### src/hw/cpu_cfg.svh
`ifndef CPU_CFG_SVH
`define CPU_CFG_SVH

// datapath widths
`define CPU_DATA_W      8               // register and memory byte width
`define CPU_PC_W        32              // program counter width
`define CPU_REG_ADDR_W  3               // register index width
`define CPU_NUM_REGS    8               // size of the register file
`define CPU_PC_STEP     4               // bytes per instruction word

// opcodes, bits 31..24 of the instruction word
`define OP_LOADI        8'h00           // rd = imm
`define OP_MOV          8'h01           // rd = rs2
`define OP_ADD          8'h02           // rd = rs1 + rs2
`define OP_SUB          8'h03           // rd = rs1 - rs2
`define OP_AND          8'h04           // rd = rs1 & rs2
`define OP_OR           8'h05           // rd = rs1 | rs2
`define OP_J            8'h06           // unconditional relative jump
`define OP_BEQ          8'h07           // branch if rs1 == rs2
`define OP_BNE          8'h0D           // branch if rs1 != rs2
`define OP_LWD          8'h0E           // rd = mem[rs2]
`define OP_LWI          8'h0F           // rd = mem[imm]
`define OP_SWD          8'h10           // mem[rs2] = rs1
`define OP_SWI          8'h11           // mem[imm] = rs1

// alu operation codes
`define ALU_FWD         2'b00           // pass operand b through
`define ALU_ADD         2'b01           // a + b, also used for sub and compare
`define ALU_AND         2'b10           // bitwise and
`define ALU_OR          2'b11           // bitwise or

`endif

### src/hw/isa_pkg.sv
`include "cpu_cfg.svh"

package isa_pkg;

    // register form, used by alu, load and store instructions
    typedef struct packed {
        logic [7:0]                     opcode;     // bits 31..24
        logic [4:0]                     rsvd_hi;    // bits 23..19, ignored
        logic [`CPU_REG_ADDR_W-1:0]     dest;       // bits 18..16
        logic [4:0]                     rsvd_mid;   // bits 15..11, ignored
        logic [`CPU_REG_ADDR_W-1:0]     src1;       // bits 10..8
        logic [`CPU_DATA_W-1:0]         imm;        // bits 7..0, low 3 bits are src2
    } reg_form_t;

    // branch form, used by j, beq and bne
    typedef struct packed {
        logic [7:0]                     opcode;     // bits 31..24
        logic signed [7:0]              offset;     // word offset from pc + 4
        logic [4:0]                     rsvd_mid;   // bits 15..11, ignored
        logic [`CPU_REG_ADDR_W-1:0]     src1;       // bits 10..8
        logic [4:0]                     rsvd_lo;    // bits 7..3, ignored
        logic [`CPU_REG_ADDR_W-1:0]     src2;       // bits 2..0
    } branch_form_t;

    // one 32-bit word, two ways of reading it
    typedef union packed {
        reg_form_t      reg_form;
        branch_form_t   branch_form;
    } instr_word_t;

endpackage

### src/hw/instr_decoder.sv
`timescale 1ns/1ns
`include "cpu_cfg.svh"

module instr_decoder import isa_pkg::*;
(
    input  instr_word_t  instr,         // instruction currently presented
    input  logic         busywait,      // memory still working
    output logic         reg_write,     // register write enable, stall gated
    output logic         use_imm,       // operand b from immediate
    output logic         negate_b,      // two's complement of operand b
    output logic [1:0]   alu_op,        // alu operation select
    output logic         branch,        // conditional branch
    output logic         branch_on_ne,  // branch sense, 1 for bne
    output logic         jump,          // unconditional jump
    output logic         read,          // memory read strobe, level
    output logic         write,         // memory write strobe, level
    output logic         load_sel       // write back from read_data
);

    logic write_en;                     // raw write enable before stall gating

    always_comb
    begin
        write_en     = 1'b0;            // unknown opcodes fall through as no-ops
        use_imm      = 1'b0;
        negate_b     = 1'b0;
        alu_op       = `ALU_FWD;
        branch       = 1'b0;
        branch_on_ne = 1'b0;
        jump         = 1'b0;
        read         = 1'b0;
        write        = 1'b0;
        load_sel     = 1'b0;
        case (instr.reg_form.opcode)
            `OP_LOADI:
            begin
                write_en = 1'b1;
                use_imm  = 1'b1;        // forward the immediate
            end
            `OP_MOV:   write_en = 1'b1; // forward rs2
            `OP_ADD:
            begin
                write_en = 1'b1;
                alu_op   = `ALU_ADD;
            end
            `OP_SUB:
            begin
                write_en = 1'b1;
                alu_op   = `ALU_ADD;
                negate_b = 1'b1;        // a + (-b)
            end
            `OP_AND:
            begin
                write_en = 1'b1;
                alu_op   = `ALU_AND;
            end
            `OP_OR:
            begin
                write_en = 1'b1;
                alu_op   = `ALU_OR;
            end
            `OP_J:     jump = 1'b1;
            `OP_BEQ, `OP_BNE:
            begin
                branch       = 1'b1;
                alu_op       = `ALU_ADD; // compare by subtraction, zero flag decides
                negate_b     = 1'b1;
                branch_on_ne = (instr.reg_form.opcode == `OP_BNE);
            end
            `OP_LWD, `OP_LWI:
            begin
                write_en = 1'b1;
                use_imm  = (instr.reg_form.opcode == `OP_LWI); // address from imm
                read     = 1'b1;
                load_sel = 1'b1;
            end
            `OP_SWD, `OP_SWI:
            begin
                use_imm = (instr.reg_form.opcode == `OP_SWI);
                write   = 1'b1;         // data is rs1, memory latches it itself
            end
            default:   write_en = 1'b0;
        endcase
    end

    assign reg_write = write_en & ~busywait;  // stalled load must not write yet

endmodule

### src/hw/register_file.sv
`timescale 1ns/1ns
`include "cpu_cfg.svh"

module register_file import isa_pkg::*;
(
    input  logic                    CLK,
    input  logic                    rst_n,
    input  instr_word_t             instr,      // register indices come from here
    input  logic                    reg_write,  // write dest on this edge
    input  logic [`CPU_DATA_W-1:0]  wb_data,    // value to write back
    output logic [`CPU_DATA_W-1:0]  operand_a,  // contents of src1
    output logic [`CPU_DATA_W-1:0]  operand_b   // contents of src2
);

    logic [`CPU_DATA_W-1:0]     regs [`CPU_NUM_REGS];   // general purpose registers
    logic [`CPU_REG_ADDR_W-1:0] src1_idx;               // first read index
    logic [`CPU_REG_ADDR_W-1:0] src2_idx;               // second read index
    logic [`CPU_REG_ADDR_W-1:0] dest_idx;               // write index

    assign src1_idx = instr.reg_form.src1;
    assign src2_idx = instr.reg_form.imm[`CPU_REG_ADDR_W-1:0]; // shares bits with imm
    assign dest_idx = instr.reg_form.dest;

    // asynchronous reads
    assign operand_a = regs[src1_idx];
    assign operand_b = regs[src2_idx];

    always_ff @(posedge CLK or negedge rst_n)
    begin
        if (!rst_n)
        begin
            for (int i = 0; i < `CPU_NUM_REGS; i++)
            begin
                regs[i] <= '0;          // all registers start at zero
            end
        end
        else if (reg_write)
        begin
            regs[dest_idx] <= wb_data;
        end
    end

endmodule

### src/hw/exec_unit.sv
`timescale 1ns/1ns
`include "cpu_cfg.svh"

module exec_unit import isa_pkg::*;
(
    input  instr_word_t             instr,      // immediate source
    input  logic [`CPU_DATA_W-1:0]  operand_a,  // rs1 value
    input  logic [`CPU_DATA_W-1:0]  operand_b,  // rs2 value
    input  logic                    use_imm,    // take immediate instead of rs2
    input  logic                    negate_b,   // negate the selected operand
    input  logic [1:0]              alu_op,     // operation select
    input  logic                    load_sel,   // write back memory data
    input  logic [`CPU_DATA_W-1:0]  read_data,  // byte from data memory
    output logic [`CPU_DATA_W-1:0]  alu_result, // also the memory address
    output logic                    zero,       // result is all zero
    output logic [`CPU_DATA_W-1:0]  wb_data     // value for the register file
);

    logic [`CPU_DATA_W-1:0] b_sel;      // immediate or rs2
    logic [`CPU_DATA_W-1:0] b_val;      // after optional negation

    assign b_sel = use_imm ? instr.reg_form.imm : operand_b;
    assign b_val = negate_b ? (-b_sel) : b_sel;  // two's complement

    always_comb
    begin
        case (alu_op)
            `ALU_FWD: alu_result = b_val;
            `ALU_ADD: alu_result = operand_a + b_val;   // wraps at 8 bits
            `ALU_AND: alu_result = operand_a & b_val;
            `ALU_OR:  alu_result = operand_a | b_val;
            default:  alu_result = b_val;
        endcase
    end

    // beq/bne look at this after rs1 - rs2
    assign zero = (alu_result == '0);

    // loads take the memory byte, everything else the alu
    assign wb_data = load_sel ? read_data : alu_result;

endmodule

### src/hw/pc_unit.sv
`timescale 1ns/1ns
`include "cpu_cfg.svh"

module pc_unit import isa_pkg::*;
(
    input  logic                    CLK,
    input  logic                    rst_n,
    input  logic                    busywait,       // stall, hold pc
    input  instr_word_t             instr,          // branch offset source
    input  logic                    branch,         // conditional branch
    input  logic                    branch_on_ne,   // 1 takes on not equal
    input  logic                    jump,           // always take the target
    input  logic                    zero,           // compare result from alu
    output logic [`CPU_PC_W-1:0]    pc              // address of current instruction
);

    logic [`CPU_DATA_W-1:0] offset;     // signed word offset from instruction
    logic [`CPU_PC_W-1:0]   offset_ext; // sign extended to pc width
    logic [`CPU_PC_W-1:0]   pc_seq;     // next sequential pc
    logic [`CPU_PC_W-1:0]   pc_target;  // branch or jump destination
    logic                   take;       // redirect this cycle

    assign offset     = instr.branch_form.offset;
    assign offset_ext = {{(`CPU_PC_W - `CPU_DATA_W){offset[`CPU_DATA_W-1]}}, offset};

    assign pc_seq    = pc + `CPU_PC_STEP;
    // offset counts words, relative to pc + 4
    assign pc_target = pc_seq + (offset_ext << $clog2(`CPU_PC_STEP));

    // beq takes on zero, bne on not zero
    assign take = jump | (branch & (zero ^ branch_on_ne));

    always_ff @(posedge CLK or negedge rst_n)
    begin
        if (!rst_n)
        begin
            pc <= '0;
        end
        else if (!busywait)             // memory access retires on this edge
        begin
            pc <= take ? pc_target : pc_seq;
        end
    end

endmodule

### src/hw/cpu_core.sv
`timescale 1ns/1ns
`include "cpu_cfg.svh"

module cpu_core import isa_pkg::*;
(
    input  logic                    CLK,
    input  logic                    rst_n,
    input  instr_word_t             instr,      // instruction at pc
    input  logic [`CPU_DATA_W-1:0]  read_data,  // load data from memory
    input  logic                    busywait,   // memory stall
    output logic [`CPU_PC_W-1:0]    pc,         // instruction fetch address
    output logic                    read,       // load strobe
    output logic                    write,      // store strobe
    output logic [`CPU_DATA_W-1:0]  address,    // data memory address
    output logic [`CPU_DATA_W-1:0]  write_data  // store data
);

    logic                   reg_write;
    logic                   use_imm;
    logic                   negate_b;
    logic [1:0]             alu_op;
    logic                   branch;
    logic                   branch_on_ne;
    logic                   jump;
    logic                   load_sel;
    logic [`CPU_DATA_W-1:0] operand_a;      // rs1, also store data
    logic [`CPU_DATA_W-1:0] operand_b;      // rs2
    logic [`CPU_DATA_W-1:0] alu_result;     // also memory address
    logic [`CPU_DATA_W-1:0] wb_data;
    logic                   zero;

    instr_decoder u_decoder (
        .instr(instr), .busywait(busywait), .reg_write(reg_write),
        .use_imm(use_imm), .negate_b(negate_b), .alu_op(alu_op),
        .branch(branch), .branch_on_ne(branch_on_ne), .jump(jump),
        .read(read), .write(write), .load_sel(load_sel)
    );

    register_file u_regs (
        .CLK(CLK), .rst_n(rst_n), .instr(instr), .reg_write(reg_write),
        .wb_data(wb_data), .operand_a(operand_a), .operand_b(operand_b)
    );

    exec_unit u_exec (
        .instr(instr), .operand_a(operand_a), .operand_b(operand_b),
        .use_imm(use_imm), .negate_b(negate_b), .alu_op(alu_op),
        .load_sel(load_sel), .read_data(read_data), .alu_result(alu_result),
        .zero(zero), .wb_data(wb_data)
    );

    pc_unit u_pc (
        .CLK(CLK), .rst_n(rst_n), .busywait(busywait), .instr(instr),
        .branch(branch), .branch_on_ne(branch_on_ne), .jump(jump),
        .zero(zero), .pc(pc)
    );

    assign write_data = operand_a;      // swd/swi store rs1
    assign address    = alu_result;     // rs2 or imm forwarded by the alu

endmodule

### config.mk
export PLATFORM = sky130hd
export DESIGN_NAME = cpu_core
export DESIGN_NICKNAME = d
export VERILOG_FILES = /design/src/hw/isa_pkg.sv /design/src/hw/instr_decoder.sv /design/src/hw/register_file.sv /design/src/hw/exec_unit.sv /design/src/hw/pc_unit.sv /design/src/hw/cpu_core.sv
export VERILOG_INCLUDE_DIRS = /design/src /design/src/hw
export SDC_FILE = /design/constraint.sdc
export NUM_CORES = 1
export LEC_CHECK = 0
export BUFFER_PORTS_ARGS = -buffer_cell sky130_fd_sc_hd__buf_2
export CORE_MARGIN = 2
export CORE_UTILIZATION = 55
export CTS_BUF_LIST = sky130_fd_sc_hd__clkbuf_2 sky130_fd_sc_hd__clkbuf_4 sky130_fd_sc_hd__clkbuf_8
export DETAILED_ROUTE_END_ITERATION = 10
export PLACE_DENSITY = 0.76
export SLEW_MARGIN = 25
export SYNTH_ARGS = -nofsm -noshare
export SYNTH_HDL_FRONTEND = slang
export SYNTH_SLANG_ARGS = --single-unit
### constraint.sdc
create_clock -name CLK -period 11.83 [get_ports CLK]
set_input_delay 1.183 -clock CLK [delete_from_list [all_inputs] [get_ports CLK]]
set_output_delay 1.183 -clock CLK [all_outputs]
set_load 0.05 [all_outputs]
==> results.toml <==
[synth]
synth_cells = 853
synth_top_family_by_area = "multiplexers"
synth_top_area_share_pct = 28.71
yosys-top-cells-area = "dfrtp_1 29%, mux2_2 10%, mux4_2 8.2%, ha_1 6.9%, xnor2_1 4.5%"
yosys_most_used_dff = "dfrtp_1"
async_flop_share_pct = 100.0
synth_edf_count = 0
yosysUniqueCellTypes = 87
synthSimpleGateAreaFrac_pct = 14.86
ys_top_cells_by_count = "94 x dfrtp_1, 73 x mux2_2, 66 x nor2_1"
synth-xor-area-share_pct = 7.056
synthMostInstantiatedCell = "dfrtp_1"
synth_adder_area_share_pct = 7.361
synthMuxAreaShare_pct = 20.72
avgSynthCellArea_um2 = 9.605
synth_top_area_cell = "dfrtp_1"
yosysWarnings = 0
synth_compound_area_share_pct = 16.72
yosysSeqAreaShare_pct = 28.71
ys_ff_latch = 94
synth_area_um2 = 8193

[global_route]
grt.total_usage_pct = 25.42
grt_pass1_vias = 6536
antenna_found_initial = 0
grt_pass1_wl_um = 32820
grt_max_degree = 75
overflow = 0

[setup_path]
start_kind = "input port"
r2r_slack_ns = 5.80
critPathMaxStageDelay_ns = 0.94
cp_num_buf_inv = 3
crit_start = "instr[2]"
worst_path_max_delay_cell = "o41ai_1"
crit_path_end_kind = "flop"
critical_path_arrival_ns = 7.48
crit_chain = "buf_2, clkinv_1, o311ai_0, o22ai_1, or4_1, o41ai_1, o31a_1, xor2_1, ha_1, or3_1, o211ai_1, xor2_1, o221ai_2, a2111oi_4, a31oi_1, nor3b_4, buf_4, mux2_2, mux2_2"
timing.rr.start = "u_regs.regs[0]"
cp.depth = 19
critical_path_class = "input port to flop"
rr_endpoint = "u_pc.pc[7]"
worstSetupEndpoint = "u_pc.pc[7]"
required_ns = 12.11
crit_fanout = 56
rr_worst_depth = 17
path_delay_family = "compound AO/OA/AOI/OAI gates"

[floorplanning]
core_um2 = 14530
die_area_um2 = 15890
die_y_um = 126.1
io-pin-count = 93
start_util_pct = 56.37
die_w_um = 126.1
fp-row-count = 44

[finish]
fin_area_um2 = 8916
diodes = 0
n_fill_cell = 1235
multi_input_area_um2 = 5480
regArea_um2 = 2352
drive_gt1_share_pct = 25.46
fin_nets = 1004
area.growth.synth_to_final_pct = 8.827

[route]
drt-total-wl_um = 19860
drtPass1Iterations = 5
avgRoutedWirePerCell_um = 18.01
via_per_inst = 6.219
drc_errors = 0
drtIter0Drc = 527
detail-route-antenna-nets = 0
vias = 6860

[flow_run]
cap_violations = 0

[cts]
cts_buffers = 9
clock_path_buffers = 2
clk_pin_slew_ns = 0.10
cts_resized = 0
cts_sinks = 94
clk_latency_ns = 0.39
cts_hold_buf = 0
cts_setup_buffers = 0
cts_tree = "done"
root_buffer = "clkbuf_8"
cts.htree.levels = 3

[place]
port_buffers = 85
dpl-instance-area_um2 = 8690
place_congestion = 0.8951
place.detailed.hpwl_um = 14480

[pwr]
power_density_nw_per_um2 = 150.7
leakagePower_uw = 0.004160
vdd_ir_drop_max_v = 0.0001264

[timing]
hold_viol_final = 0
rsz0062_at_grt = "no"
fin_crit_ns = 7.200
max-slew-margin-rel_pct = 33.36
clock_skew_ns = 0.01365
tns_ns = 0
fmax_mhz = 138.9
slew_viol_final = 0
min_period_over_period_pct = 60.86
setup_violations = 0
worst_pin_slew_ns = 0.9866

[worst_hold_path]
hold_path.class = "flop to flop"
min_from = "u_pc.pc[31]"

[outcome]
status = "finished, final reports clean"
## layout make-up
cell class / instances / share of cell area [%]
inverter: 43 / 1.810
tap: 184 / 2.582
sequential: 94 / 26.38
clock inverter: 6 / 1.024
multi-input combinational: 676 / 61.47
timing repair buffer: 90 / 5.262
clock buffer: 10 / 1.473
## power breakdown
part | switching, uW | internal (uW) | total [uW]
combinational | 419 | 262 | 681
clock | 125 | 123 | 248
sequential | 53.2 | 361 | 414
total | 597 | 747 | 1340
## cell usage in the layout (no fill, tap or decap), types with 9 or more instances in the layout
cell | synthesis | routed
a21o_1 | 13 | 13
and3_1 | 13 | 13
xnor2_1 | 42 | 42
nand3_1 | 24 | 24
mux2i_1 | 16 | 16
o21ai_0 | 41 | 41
nor2_1 | 66 | 66
nand2_1 | 63 | 63
xor2_1 | 24 | 24
buf_2 | 8 | 84
mux2_2 | 73 | 73
dfrtp_1 | 94 | 94
nor3_1 | 15 | 15
inv_1 | 42 | 42
ha_1 | 45 | 45
clkbuf_8 | 0 | 9
mux4_2 | 30 | 30
a21oi_1 | 60 | 60
## registers in the layout (all words and copies together) (netlist names)
register and flops:
u_regs.regs 64, u_pc.pc 30
## per-stage QoR
step | std cells | power (uW) | hold slack [ns] | setup WS, ns | utilization, %
floorplan | 854 | 958.0 | 0.4609 | 5.513 | -
global placement | 1087 | 1084 | 0.4534 | 4.583 | 59.79
detailed placement | 1087 | 1096 | 0.4610 | 4.483 | 59.79
CTS | 1103 | 1348 | 0.4744 | 4.777 | 61.32
global route | 1103 | 1437 | 0.4820 | 4.249 | 61.35
finish | 1103 | 1344 | 0.4745 | 4.630 | 61.35
## layer usage
metal,wire length (um),share of wire (%),track usage [%]
met2,9329,47,40.48
met3,1216,6.1,4.121
met5,0,0,0
met4,330,1.7,7.951
met1,8985,45,35.86
## cell families (layout without fill, tap and decap cells)
group	after synthesis	count (layout)
flip-flops	94	94
AO/OA/AOI/OAI	203	203
buffers and inverters	84	149
multiplexers	121	121
other	1	2
adder cells (fa/ha/maj)	47	47
AND/OR/NAND/NOR	237	237
XOR/XNOR	66	66
## worst min-delay path by stage
stage,depth (start not counted),end
CTS,1,u_pc.pc[31]
finish,1,u_pc.pc[31]
global route,1,u_pc.pc[31]
detailed placement,1,u_pc.pc[31]
floorplan,2,u_regs.regs[10]
global placement,1,u_pc.pc[31]
Note: power is estimated with default switching activity, not from simulation.
